===== src/logic/irq_pkg.sv =====
// Shared definitions for the machine-mode interrupt controller
// Vector and id types, CSR write target select, WFI FSM states
// and the fixed interrupt line constants

package irq_pkg;

  // ------------------------------
  // Types
  // ------------------------------

  // One bit per interrupt line, same layout as mip and mie
  typedef logic [31:0] irq_vec_t;

  // Index of one interrupt line
  typedef logic [4:0] irq_id_t;

  // Target of a CSR write strobe
  typedef enum logic {
    CSR_MIE     = 1'b0,
    CSR_MSTATUS = 1'b1
  } csr_sel_e;

  // WFI sleep FSM
  typedef enum logic [1:0] {
    WFI_RUN   = 2'd0,
    WFI_DRAIN = 2'd1,
    WFI_SLEEP = 2'd2
  } wfi_state_e;

  // ------------------------------
  // Constants
  // ------------------------------

  // Implemented lines are 31..16 (platform), 11 (external), 7 (timer), 3 (software)
  localparam irq_vec_t VALID_IRQ_MASK = 32'hFFFF_0888;

  // Global enable and its saved copy inside mstatus write data
  localparam int MSTATUS_MIE_BIT  = 3;
  localparam int MSTATUS_MPIE_BIT = 7;

endpackage


===== src/logic/irq_csr.sv =====
// Machine-mode interrupt CSR state
// mip  flopped interrupt inputs, reserved lines masked
// mie  per-line enables, written by the CSR write strobe
// mstatus MIE and MPIE, updated by acknowledge, CSR write and mret

`timescale 1ns/1ns

module irq_csr (
  input  logic               clk_i,
  input  logic               rst_ni,
  input  irq_pkg::irq_vec_t  irq_i,
  input  logic               csr_we_i,
  input  irq_pkg::csr_sel_e  csr_sel_i,
  input  irq_pkg::irq_vec_t  csr_wdata_i,
  input  logic               mret_i,
  input  logic               irq_ack_i,
  output irq_pkg::irq_vec_t  mip_o,
  output irq_pkg::irq_vec_t  mie_o,
  output logic               mstatus_mie_o,
  output logic               mstatus_mpie_o
);

  import irq_pkg::*;

  irq_vec_t mip_q;
  irq_vec_t mie_q;
  logic     mie_glb_q;
  logic     mpie_q;

  // Write strobes split by target
  logic     we_mie;
  logic     we_mstatus;

  assign we_mie     = csr_we_i && (csr_sel_i == CSR_MIE);
  assign we_mstatus = csr_we_i && (csr_sel_i == CSR_MSTATUS);

  // ------------------------------
  // Pending register
  // ------------------------------

  // Samples the level inputs every edge, reserved lines never show up
  always_ff @(posedge clk_i or negedge rst_ni) begin
    if (!rst_ni) begin
      mip_q <= '0;
    end else begin
      mip_q <= irq_i & VALID_IRQ_MASK;
    end
  end

  // ------------------------------
  // Enable register
  // ------------------------------

  // Only the mie write touches this one, acknowledge leaves it alone
  always_ff @(posedge clk_i or negedge rst_ni) begin
    if (!rst_ni) begin
      mie_q <= '0;
    end else if (we_mie) begin
      mie_q <= csr_wdata_i & VALID_IRQ_MASK;
    end
  end

  // ------------------------------
  // Global enable, MIE and MPIE
  // ------------------------------

  // Priority: acknowledge, then mstatus write, then mret
  always_ff @(posedge clk_i or negedge rst_ni) begin
    if (!rst_ni) begin
      mie_glb_q <= 1'b0;
      mpie_q    <= 1'b0;
    end else if (irq_ack_i) begin
      // Trap entry: save the enable and mask further interrupts
      mpie_q    <= mie_glb_q;
      mie_glb_q <= 1'b0;
    end else if (we_mstatus) begin
      mie_glb_q <= csr_wdata_i[MSTATUS_MIE_BIT];
      mpie_q    <= csr_wdata_i[MSTATUS_MPIE_BIT];
    end else if (mret_i) begin
      // Trap return: restore the enable, MPIE goes back to 1
      mie_glb_q <= mpie_q;
      mpie_q    <= 1'b1;
    end
  end

  // Outputs straight from the registers
  assign mip_o          = mip_q;
  assign mie_o          = mie_q;
  assign mstatus_mie_o  = mie_glb_q;
  assign mstatus_mpie_o = mpie_q;

endmodule


===== src/logic/irq_arbiter.sv =====
// Fixed-priority interrupt arbiter
// Winner over mip AND mie in the order 31..16, 11, 3, 7
// Registered single-cycle acknowledge with the winning id
// Any-enabled-pending flag for WFI wakeup

`timescale 1ns/1ns

module irq_arbiter (
  input  logic               clk_i,
  input  logic               rst_ni,
  input  irq_pkg::irq_vec_t  mip_i,
  input  irq_pkg::irq_vec_t  mie_i,
  input  logic               mstatus_mie_i,
  output logic               irq_pending_o,
  output logic               irq_ack_o,
  output irq_pkg::irq_id_t   irq_id_o
);

  import irq_pkg::*;

  irq_vec_t pend_en;
  logic     win_valid;
  irq_id_t  win_id;
  logic     ack_q;
  irq_id_t  id_q;

  // Lines that are both pending and locally enabled
  assign pend_en = mip_i & mie_i;

  // Wakeup does not care about the global enable
  assign irq_pending_o = |pend_en;

  // ------------------------------
  // Winner selection
  // ------------------------------

  // Lowest priority first, each later hit overrides the earlier one
  always_comb begin
    win_valid = 1'b0;
    win_id    = '0;
    if (pend_en[7]) begin
      win_valid = 1'b1;
      win_id    = 5'd7;
    end
    if (pend_en[3]) begin
      win_valid = 1'b1;
      win_id    = 5'd3;
    end
    if (pend_en[11]) begin
      win_valid = 1'b1;
      win_id    = 5'd11;
    end
    // Platform lines, higher index wins
    for (int i = 16; i < 32; i++) begin
      if (pend_en[i]) begin
        win_valid = 1'b1;
        win_id    = irq_id_t'(i);
      end
    end
  end

  // ------------------------------
  // Acknowledge register
  // ------------------------------

  // No new ack while one is out, MIE drops on the edge after the ack
  always_ff @(posedge clk_i or negedge rst_ni) begin
    if (!rst_ni) begin
      ack_q <= 1'b0;
      id_q  <= '0;
    end else if (win_valid && mstatus_mie_i && !ack_q) begin
      ack_q <= 1'b1;
      id_q  <= win_id;
    end else begin
      ack_q <= 1'b0;
    end
  end

  assign irq_ack_o = ack_q;
  assign irq_id_o  = id_q;

endmodule


===== src/logic/wfi_ctrl.sv =====
// WFI sleep controller
// RUN -> DRAIN on a retired WFI, DRAIN -> SLEEP once the pipeline is idle
// Wake on any enabled pending line or a debug request
// core_sleep_o is a decode of the SLEEP state

`timescale 1ns/1ns

module wfi_ctrl (
  input  logic clk_i,
  input  logic rst_ni,
  input  logic wfi_i,
  input  logic pipeline_idle_i,
  input  logic irq_pending_i,
  input  logic debug_req_i,
  output logic core_sleep_o
);

  import irq_pkg::*;

  wfi_state_e state_q;
  wfi_state_e state_d;
  logic       wake;

  // Wake ignores the global enable, the core resumes without taking a trap
  assign wake = irq_pending_i || debug_req_i;

  // ------------------------------
  // Next state
  // ------------------------------

  always_comb begin
    state_d = state_q;
    case (state_q)
      WFI_RUN: begin
        // WFI with a wake already present completes at once
        if (wfi_i && !wake) begin
          state_d = WFI_DRAIN;
        end
      end
      WFI_DRAIN: begin
        // Wait for outstanding work, abort on wake
        if (wake) begin
          state_d = WFI_RUN;
        end else if (pipeline_idle_i) begin
          state_d = WFI_SLEEP;
        end
      end
      WFI_SLEEP: begin
        if (wake) begin
          state_d = WFI_RUN;
        end
      end
      default: begin
        state_d = WFI_RUN;
      end
    endcase
  end

  // ------------------------------
  // State register
  // ------------------------------

  always_ff @(posedge clk_i or negedge rst_ni) begin
    if (!rst_ni) begin
      state_q <= WFI_RUN;
    end else begin
      state_q <= state_d;
    end
  end

  // Sleep exactly in SLEEP, stray wfi_i strobes in DRAIN or SLEEP do nothing
  assign core_sleep_o = (state_q == WFI_SLEEP);

endmodule


===== src/logic/irq_ctrl_top.sv =====
// Interrupt controller top level
// irq_csr      mip, mie and mstatus MIE/MPIE
// irq_arbiter  priority selection and acknowledge
// wfi_ctrl     core sleep and wakeup

`timescale 1ns/1ns

module irq_ctrl_top (
  input  logic               clk_i,
  input  logic               rst_ni,
  input  irq_pkg::irq_vec_t  irq_i,
  input  logic               csr_we_i,
  input  irq_pkg::csr_sel_e  csr_sel_i,
  input  irq_pkg::irq_vec_t  csr_wdata_i,
  input  logic               mret_i,
  input  logic               wfi_i,
  input  logic               pipeline_idle_i,
  input  logic               debug_req_i,
  output logic               irq_ack_o,
  output irq_pkg::irq_id_t   irq_id_o,
  output logic               core_sleep_o,
  output irq_pkg::irq_vec_t  mip_o,
  output irq_pkg::irq_vec_t  mie_o,
  output logic               mstatus_mie_o,
  output logic               mstatus_mpie_o
);

  // Any enabled pending line, arbiter to WFI controller
  logic irq_pending;

  // CSR state, the ack feeds back to save and clear MIE
  irq_csr u_irq_csr (
    .clk_i          (clk_i),
    .rst_ni         (rst_ni),
    .irq_i          (irq_i),
    .csr_we_i       (csr_we_i),
    .csr_sel_i      (csr_sel_i),
    .csr_wdata_i    (csr_wdata_i),
    .mret_i         (mret_i),
    .irq_ack_i      (irq_ack_o),
    .mip_o          (mip_o),
    .mie_o          (mie_o),
    .mstatus_mie_o  (mstatus_mie_o),
    .mstatus_mpie_o (mstatus_mpie_o)
  );

  irq_arbiter u_irq_arbiter (
    .clk_i         (clk_i),
    .rst_ni        (rst_ni),
    .mip_i         (mip_o),
    .mie_i         (mie_o),
    .mstatus_mie_i (mstatus_mie_o),
    .irq_pending_o (irq_pending),
    .irq_ack_o     (irq_ack_o),
    .irq_id_o      (irq_id_o)
  );

  wfi_ctrl u_wfi_ctrl (
    .clk_i           (clk_i),
    .rst_ni          (rst_ni),
    .wfi_i           (wfi_i),
    .pipeline_idle_i (pipeline_idle_i),
    .irq_pending_i   (irq_pending),
    .debug_req_i     (debug_req_i),
    .core_sleep_o    (core_sleep_o)
  );

endmodule


===== config.mk =====
export PLATFORM = sky130hd
export DESIGN_NAME = irq_ctrl_top
export DESIGN_NICKNAME = d
export VERILOG_FILES = /design/src/logic/irq_pkg.sv /design/src/logic/irq_csr.sv /design/src/logic/irq_arbiter.sv /design/src/logic/wfi_ctrl.sv /design/src/logic/irq_ctrl_top.sv
export SDC_FILE = /design/constraint.sdc
export NUM_CORES = 1
export LEC_CHECK = 0
export ABC_AREA = 1
export BUFFER_PORTS_ARGS = -buffer_cell sky130_fd_sc_hd__buf_4
export CAP_MARGIN = 20
export CELL_PAD_IN_SITES_DETAIL_PLACEMENT = 0
export CELL_PAD_IN_SITES_GLOBAL_PLACEMENT = 1
export CORE_ASPECT_RATIO = 1.4
export CORE_MARGIN = 8
export CORE_UTILIZATION = 27
export DETAILED_ROUTE_END_ITERATION = 8
export PLACE_DENSITY_LB_ADDON = 0.12
export SLEW_MARGIN = 30
export SYNTH_ARGS = -nofsm -noshare
export SYNTH_HDL_FRONTEND = slang
export SYNTH_SLANG_ARGS = --single-unit

===== constraint.sdc =====
create_clock -name clk_i -period 1.43 [get_ports clk_i]
set_clock_uncertainty 0.05 [all_clocks]
set_input_delay 0.286 -clock clk_i [delete_from_list [all_inputs] [get_ports clk_i]]
set_output_delay 0.286 -clock clk_i [all_outputs]
set_load 0.02 [all_outputs]

== Word level (Yosys, flattened, before mapping) ==
Cells that the tools add are included.

* Flip-flop bits (word level): 48
* Input port bits: 72
* Output and inout bits: 73
* Word-level logic and storage cells: 76

* Equality and inequality tests: 5
* Muxes and demuxes: 50
* Bitwise gates (word level): 2
* Reduce and logical (&&, ||, !) cells: 12

{| class="wikitable"
|+ Operators with widths
! operator !! count
|-
| 5-bit two-way mux || 16
|-
| 32-bit AND || 1
|-
| 32-bit OR reduction || 1
|-
| 1-bit two-way mux || 26
|-
| 2-bit two-way mux || 4
|-
| 3-bit two-way mux || 2
|-
| 2-bit case mux with 3 select lines || 1
|-
| 1-bit logical AND || 5
|-
| 4-bit two-way mux || 1
|-
| 2-bit by 1-bit != test with 1-bit output, second input constant || 2
|-
| 3-bit by 2-bit != test with 1-bit output, second input constant || 1
|-
| 3-bit AND reduction || 1
|-
| 3-bit nonzero test || 1
|-
| 2-bit by 1-bit == test with 1-bit output, second input constant || 1
|-
| 2-bit == test, second input constant || 1
|-
| 1-bit logical NOT || 2
|-
| 2-bit logical NOT || 1
|-
| 1-bit logical OR || 1
|-
| 1-bit inverter || 1
|}

== Longest topological paths before layout ==
Gate-level depths: netlist of the first run.

* Word-level depth: 23
* Gate-level depth with buffers: 16

== Modules after synthesis ==
Synthesis of the first run repeated with hierarchy kept, for this count alone.

* Cell total of the unflattened synthesis: 261
* Area total of the unflattened synthesis: 2269.7 µm²

{| class="wikitable"
|+ Modules (own cells, without submodules)
! module !! instances !! cells each !! area each (µm²) !! seq. area each (µm²)
|-
| irq_csr || 1 || 148 || 1555.2 || 1001.0
|-
| irq_arbiter || 1 || 99 || 608.1 || 150.1
|-
| wfi_ctrl || 1 || 14 || 106.4 || 50.0
|}

== Worst setup path before layout of the first run ==
No wires, ideal clock.

* Path kind: reg2reg
* Start: register u_irq_csr.mip_q[17], in the netlist u_irq_csr.mip_o[17]
* End: register u_wfi_ctrl.state_q[1]
* Library setup time: 123 ps
* Arrival: 1353 ps
* Required time: 1257 ps
* Path slack: -96 ps
* Cell stages (with the launch flop): 11
* Buffers on the path: 0
* Period minus slack after synthesis: 1526 ps
* Cell sequence: dfrtp_1 -> nand2_2 -> nand2_2 -> nor2_2 -> inv_2 -> nor3_2 -> nand2_2 -> nor2_4 -> nand2_1 -> nand3_2 -> o21ai_1

* Cells in the longest elaborated chain, start to end: 7

{| class="wikitable"
|+ RTL lines
! item !! RTL line !! source
|-
| from (decl) || irq_csr.sv:25 || <nowiki>irq_vec_t mip_q;</nowiki>
|-
| from (signal assigned) || irq_csr.sv:46 || <nowiki>mip_q <= irq_i & VALID_IRQ_MASK;</nowiki>
|-
| 32-bit AND * || irq_arbiter.sv:28 || <nowiki>assign pend_en = mip_i & mie_i;</nowiki>
|-
| 32-bit OR reduction * || irq_arbiter.sv:31 || <nowiki>assign irq_pending_o = |pend_en;</nowiki>
|-
| 1-bit logical OR * || wfi_ctrl.sv:25 || <nowiki>assign wake = irq_pending_i || debug_req_i;</nowiki>
|-
| 1-bit logical NOT || wfi_ctrl.sv:36 || <nowiki>if (wfi_i && !wake) begin</nowiki>
|-
| 1-bit logical AND || wfi_ctrl.sv:36 ||
|-
| 2-bit by 1-bit != test with 1-bit output (no line) || - ||
|-
| 3-bit AND reduction (no line) || - ||
|-
| to (signal assigned) || wfi_ctrl.sv:67 || <nowiki>state_q <= state_d;</nowiki>
|-
| to (decl) || wfi_ctrl.sv:20 || <nowiki>wfi_state_e state_q;</nowiki>
|}

Every way passes the cells marked *; elsewhere a longest branch is shown, timed or not.
A chain may end at the register's enable or synchronous reset.

== Final worst setup path of the first run ==
* Start: register u_irq_csr.mip_q[16], in the netlist u_irq_csr.mip_o[16]
* End: register u_wfi_ctrl.state_q[1]

Same word-level chain as after synthesis.

==> results of run 1 <==
state kept, by name, indices dropped and copies added (netlist names):
register	cells
u_irq_csr.mie_o	19
u_irq_csr.mip_o	19
u_irq_arbiter.irq_id_o	5
u_wfi_ctrl.state_q	2
u_irq_arbiter.irq_ack_o	1
u_irq_csr.mstatus_mie_o	1
u_irq_csr.mstatus_mpie_o	1
cells in the final DEF, fill, tap and decap left out, types with 2 or more instances in the layout:
master / n
buf_4: 143
dfrtp_1: 26
nor3_1: 4
nand3_2: 4
a31oi_1: 5
nand3_1: 3
inv_1: 9
nor2_2: 2
a21oi_1: 4
conb_1: 26
nor2_1: 8
nand2_1: 32
o21bai_1: 2
buf_12: 2
clkbuf_8: 7
nand2_2: 20
dfrtp_2: 22
mux2_2: 19
power by group through the flow:
stage	Combinational (mW)	Clock [mW]	Sequential, mW
detailed placement	1.63	0	1.75
floorplan	0.579	0	2.01
global route	1.82	1.16	1.76
CTS	1.69	1.11	1.73
finish	1.67	1.07	1.73
global placement	1.62	0	1.75
metal layers:
metal / wire [um] / vias to the layer above / global-route usage, %
met5: 0 / - / 0
li1: - / 908 / -
met1: 2040 / 875 / 10.0
met4: 64 / 0 / 3.08
met2: 3490 / 62 / 21.4
met3: 463 / 6 / 3.57
cell families after synthesis:
| family | after synthesis |
|---|---|
| other | 1 |
| and+or+nand+nor | 78 |
| muxes | 19 |
| DFF | 48 |
| AOI/OAI and AO/OA | 17 |
| buffers and inverters | 38 |
worst paths after layout:
kind / end / startpoint / slack, ns / cells after the start
hold / removal: u_irq_csr.mip_o[19] / irq_i[19] / 0.04 / 1
max in group asynchronous: u_irq_csr.mie_o[18] / rst_ni / 0.60 / 3
hold reg to reg: u_irq_csr.mstatus_mpie_o / u_irq_arbiter.irq_ack_o / 0.47 / 2
setup / recovery: u_wfi_ctrl.state_q[1] / u_irq_csr.mip_o[16] / -0.15 / 11
setup reg to reg: u_wfi_ctrl.state_q[1] / u_irq_csr.mip_o[16] / -0.15 / 11
min in group asynchronous: u_irq_csr.mip_o[16] / rst_ni / 0.28 / 2
stage by stage:
| step | hold slack, ns | instance area [sq um] | total power, mW | cells | TNS, ns |
|---|---|---|---|---|---|
| 2_1_floorplan | -0.0596 | 2280 | 2.59 | 226 | -0.173 |
| 6_report | 0.0408 | 3500 | 4.47 | 454 | -0.614 |
| 4_1_cts | 0.0259 | 3480 | 4.53 | 453 | -0.981 |
| 3_3_place_gp | 0.0529 | 3290 | 3.37 | 441 | -1.18 |
| 3_5_place_dp | 0.0546 | 3290 | 3.39 | 441 | -1.11 |
| 5_1_grt | 0.0216 | 3500 | 4.74 | 454 | -1.75 |
worst register-to-register path, stage by stage, from the launching register on:
cell,delay [ns]
dfrtp_2,0.43
nand2_4,0.08
nand2_2,0.05
nor2_2,0.10
inv_2,0.05
nor3_2,0.16
nand2_2,0.13
nor2_4,0.14
nand2_2,0.06
nand3_2,0.06
nand3_2,0.08
o21ai_1,0.13
what timing repair did:
| action | in CTS | in global routing |
|---|---|---|
| hold endpoints to repair | 48 | 0 |
| resized for setup | 11 | 5 |
| setup buffers | 3 | 1 |
| setup endpoints to repair | 8 | 8 |
| hold buffers | 1 | 0 |
| pin swaps | 3 | 6 |
layout make-up:
cell class,instances,area (sq um)
multi-input cells,140,845
repair buffers,147,1130
flip-flops and latches,48,1230
clock buffers,7,96.3
clock inverters,1,30.0
well taps,100,125
inverters,11,43.8
fillers,781,4250
==> qor.yml, run 1 <==
synth_cell_types: 26
hpwl_um: 4950
postRouteAntennaNets: 0
setup_ws_ns: -0.155
cpPeakStageDelay_ns: 0.43
grt_start_max_net_pins: 44
place.gp.congestion: 0.728
arrival_ns: 1.76
setup_viol_count_final: 7
synthAdderAreaFrac_pct: 0
antenna_cells: 0
p_sw_share_pct: 32.7
cp.required_ns: 1.60
yosys.area.top_type_share_pct: 55.7
root_buffer: "clkbuf_8"
grt_pass1_vias: 1978
synth_top_family_by_area: "simple AND/OR/NAND/NOR gates"
clock.fmax_mhz: 631
synth_commonest_cells: "dfrtp_1 (48), nand2_1 (43), buf_4 (26)"
yosysTopAreaCell: "dfrtp_1"
crit_family: "simple AND/OR/NAND/NOR gates"
track_usage_pct: 10.8
preCtsSetupSlack_ns: -0.238
die_x_um: 91.5
synth_top_cells_by_area: "dfrtp_1 (56%), mux2_2 (9.9%), buf_4 (9.1%)"
synth-xor-area-share_pct: 0
rsz0062_at_grt: "yes"
clock_latency_ns: 0.29
path_common_cell: "nand2_2"
drv_cap: 0
wl_um: 6050
path_clk_slew_ns: 0.09
fp.coreArea_sq_um: 7750
drc: 0
p_per_area_nw_per_um2: 1280
final-hold-violation-count: 0
p_int_mw: 3.01
critPathKind: "flip-flop to flip-flop"
grt_overflow_total: 0
synth_area_per_cell_sq_um: 10.7
crit_chain: "nand2_4 > nand2_2 > nor2_2 > inv_2 > nor3_2 > nand2_2 > nor2_4 > nand2_2 > nand3_2 > nand3_2 > o21ai_1"
leakage_nw: 1.78
final_nets: 425
drv_slew: 0
period_minus_slack_ns: 1.58
cts_sinks: 48
cp-end-kind: "flip-flop"
synth_edf_count: 0
combPwrFrac_pct: 37.4
muxShareOfSynthArea_pct: 9.92
final_util_pct: 45.2
switchingPower_mw: 1.46
dieArea_sq_um: 11100
drt_first_pass_iters: 4
critPathMaxFanout: 4
yosys_warnings: 0
status: "complete, but fails checks"
clockPowerShare_pct: 23.9
hp-class: "primary input to flip-flop"
vias: 1851
io_pins: 145
start_kind: "flip-flop"
grt_pass1_wl_um: 9620
antenna_found_initial: 0
ys.flop_type: "dfrtp_1"
start_util_pct: 27.8
timing.final.crit_share_pct: 111
critPathSlowestCell: "dfrtp_2"
rows: 38
synth_area_sq_um: 2160
failed_checks: "setup timing"
synth_most_common_cell: "dfrtp_1"
synth-simple-area-share_pct: 18.2
area_growth_pct: 62.5
yosysSeqAreaShare_pct: 55.7
drt-initial-drc-count: 41
crit_buf_inv: 1
synth_compound_area_share_pct: 4.76
syn-instance-count: 201
die_y_um: 122
irDropWorstVdd_mv: 0.475
async_reset_ff_share_pct: 100
ys_ff_latch: 48
h-tree-depth: 2
cts_tree: "done"
seqPwrFrac_pct: 38.7
drive_gt1_share_pct: 64.7
via_per_inst: 4.08
cts_made_buffers: 5
io_buffers: 92
clockBufferDepth: 2
wl_per_cell_um: 13.3
Note: power is estimated with default switching activity, not from simulation.
==> inputs of run 2 (changes only) <==
--- a/constraint.sdc
+++ b/constraint.sdc
@@ -4,2 +4,2 @@
 set_output_delay 0.286 -clock clk_i [all_outputs]
-set_load 0.02 [all_outputs]
+set_load 0.05 [all_outputs]
==> run 2 against run 1 <==
  * The flow still finishes with violations (setup timing)
  * Wire length fell by 0.18%
  * Global-route usage rose by 0.22 points
  * Combinational power rose by 35%
  * Sequential share of layout area rose by 0.21 points
  * Clock-buffer cell count fell by 1
  * First-iteration DRC count rose by 150%
  * Critical path depth fell by 2
  * Critical path type unchanged
  * Critical endpoint unchanged
  * Largest cell class unchanged
  * Largest power group is now combinational logic
==> qor.yml, run 2 (synthesized netlist as in run 1, its figures left out) <==
status: "complete, but fails checks"
area_growth_pct: 64.2
grt_overflow_total: 0
leakage_nw: 1.75
track_usage_pct: 11.0
via_per_inst: 4.05
fillCellCount: 776
postRouteAntennaNets: 0
cp.required_ns: 1.61
cts_tree: "done"
final_nets: 424
drive_gt1_share_pct: 70.3
crit_chain: "nand2_2 > nand2_2 > nor4_4 > nand2_2 > nor2_4 > nand2_2 > nand3_2 > nand3_2 > o21ai_1"
post-route-cell-area_sq_um: 3540
hold_path_depth: 1
period_minus_slack_ns: 1.63
grt_start_max_net_pins: 27
layout_common_cells: "buf_4 (137), dfrtp_2 (38), nand2_1 (32), conb_1 (26)"
antenna_found_initial: 0
drc: 0
dieArea_sq_um: 11100
cts_made_buffers: 5
clock.fmax_mhz: 614
p_per_area_nw_per_um2: 1380
h-tree-depth: 2
dp.cells: 439
hp-class: "primary input to flip-flop"
io_pins: 145
rsz0062_at_grt: "yes"
failed_checks: "setup timing"
die_y_um: 122
io_buffers: 92
start_util_pct: 27.8
root_buffer: "clkbuf_8"
wl_um: 6040
wl_per_cell_um: 13.3
cp-end-kind: "flip-flop"
drt_first_pass_iters: 4
fin_total_pwr_mw: 4.87
multiInputGateArea_sq_um: 878
reg2regPathDepth: 9
grt_pass1_wl_um: 9600
rr_startpoint: "u_irq_csr.mip_o[22]"
vias: 1833
antenna_cells: 0
fin_hold_ws_ns: 0.0248
rows: 38
r2r_setup_slack_ns: -0.20
path_clk_slew_ns: 0.09
fin_cells: 453
drv_slew: 0
grt_pass1_vias: 2023
fp.coreArea_sq_um: 7750
setup_ws_ns: -0.200
cpPeakStageDelay_ns: 0.42
hpwl_um: 4960
drt-initial-drc-count: 101
final-hold-violation-count: 0
start_kind: "flip-flop"
final_util_pct: 45.7
critPathSlowestCell: "dfrtp_2"
arrival_ns: 1.81
critPathKind: "flip-flop to flip-flop"
hold_end: "u_irq_csr.mip_o[22]"
min_from: "irq_i[22]"
r2r-end: "u_wfi_ctrl.state_q[1]"
die_x_um: 91.5
final_common_cell: "buf_4"
clock_latency_ns: 0.31
setup_viol_count_final: 9
irDropWorstVdd_mv: 0.836
critPathMaxFanout: 4
cts_sinks: 48
drv_cap: 0
clockBufferDepth: 2
dpl_cell_area_sq_um: 3300
place.gp.congestion: 0.697
timing.final.crit_share_pct: 114
path_common_cell: "nand2_2"
regArea_sq_um: 1250
-- run 2: changes by cell type in the layout (fill, tap and decap cells not counted), sizes merged --
| cell | before | now |
|---|---|---|
| bufinv | 1 | 0 |
| clkbuf | 7 | 6 |
| clkinvlp | 0 | 2 |
| buf | 146 | 145 |
-- run 2: worst max-delay path by stage --
stage / end / from / slack [ns] / depth (start not counted)
6_report: u_wfi_ctrl.state_q[1] / u_irq_csr.mip_o[22] / -0.20 / 9
5_1_grt: u_irq_arbiter.irq_id_o[0] / u_irq_csr.mip_o[7] / -0.31 / 16
3_3_place_gp: u_wfi_ctrl.state_q[0] / u_irq_csr.mip_o[29] / -0.25 / 11
3_5_place_dp: u_wfi_ctrl.state_q[1] / u_irq_csr.mip_o[29] / -0.27 / 11
4_1_cts: u_wfi_ctrl.state_q[0] / u_irq_csr.mip_o[22] / -0.21 / 9
2_1_floorplan: u_wfi_ctrl.state_q[1] / u_irq_csr.mie_o[18] / -0.17 / 11
-- run 2: layout make-up --
class | count | share of cell area [%]
Sequential cell | 48 | 35.3
Timing Repair Buffer | 146 | 32.4
Multi-Input combinational cell | 140 | 24.8
Tap cell | 100 | 3.53
Clock buffer | 6 | 2.33
Inverter | 11 | 1.24
Clock inverter | 2 | 0.424
-- run 2: where the power goes --
| part | switching [mW] | leakage, nW | internal [mW] | total [mW] |
|---|---|---|---|---|
| logic | 1.44 | 1.19 | 0.815 | 2.26 |
| registers | 0.162 | 0.520 | 1.59 | 1.75 |
| clock network | 0.469 | 0.0434 | 0.392 | 0.861 |
| total | 2.07 | 1.75 | 2.80 | 4.87 |
-- run 2: repair_timing --
action | 4_1_cts | 5_1_grt
endpoints found under the hold margin | 22 | 0
gates resized for setup | 12 | 18
setup buffers | 1 | 4
hold buffers | 1 | 0
cloned | 0 | 0
pin swaps | 4 | 4
endpoints found under the setup margin | 9 | 11
-- run 2: critical path: cells and delay by family, from the launching register on --
kind	cells	cell delay [ns]
AO/OA/AOI/OAI	1	0.14
flip-flops	1	0.42
AND/OR/NAND/NOR	8	0.93
-- run 2: per-stage QoR --
step	TNS (ns)	setup WS, ns
CTS	-1.44	-0.208
global placement	-1.47	-0.253
global route	-2.29	-0.310
finish	-1.22	-0.200
detailed placement	-1.53	-0.273
floorplan	-0.900	-0.170
-- run 2: metal layers --
layer  vias up  global-route usage [%]  wire length [um]
met5         -                       0                 0
li1        908                       -                 -
met4         0                    4.01                81
met2        64                    21.1              3380
met1       856                    10.0              2070
met3         5                    4.50               514
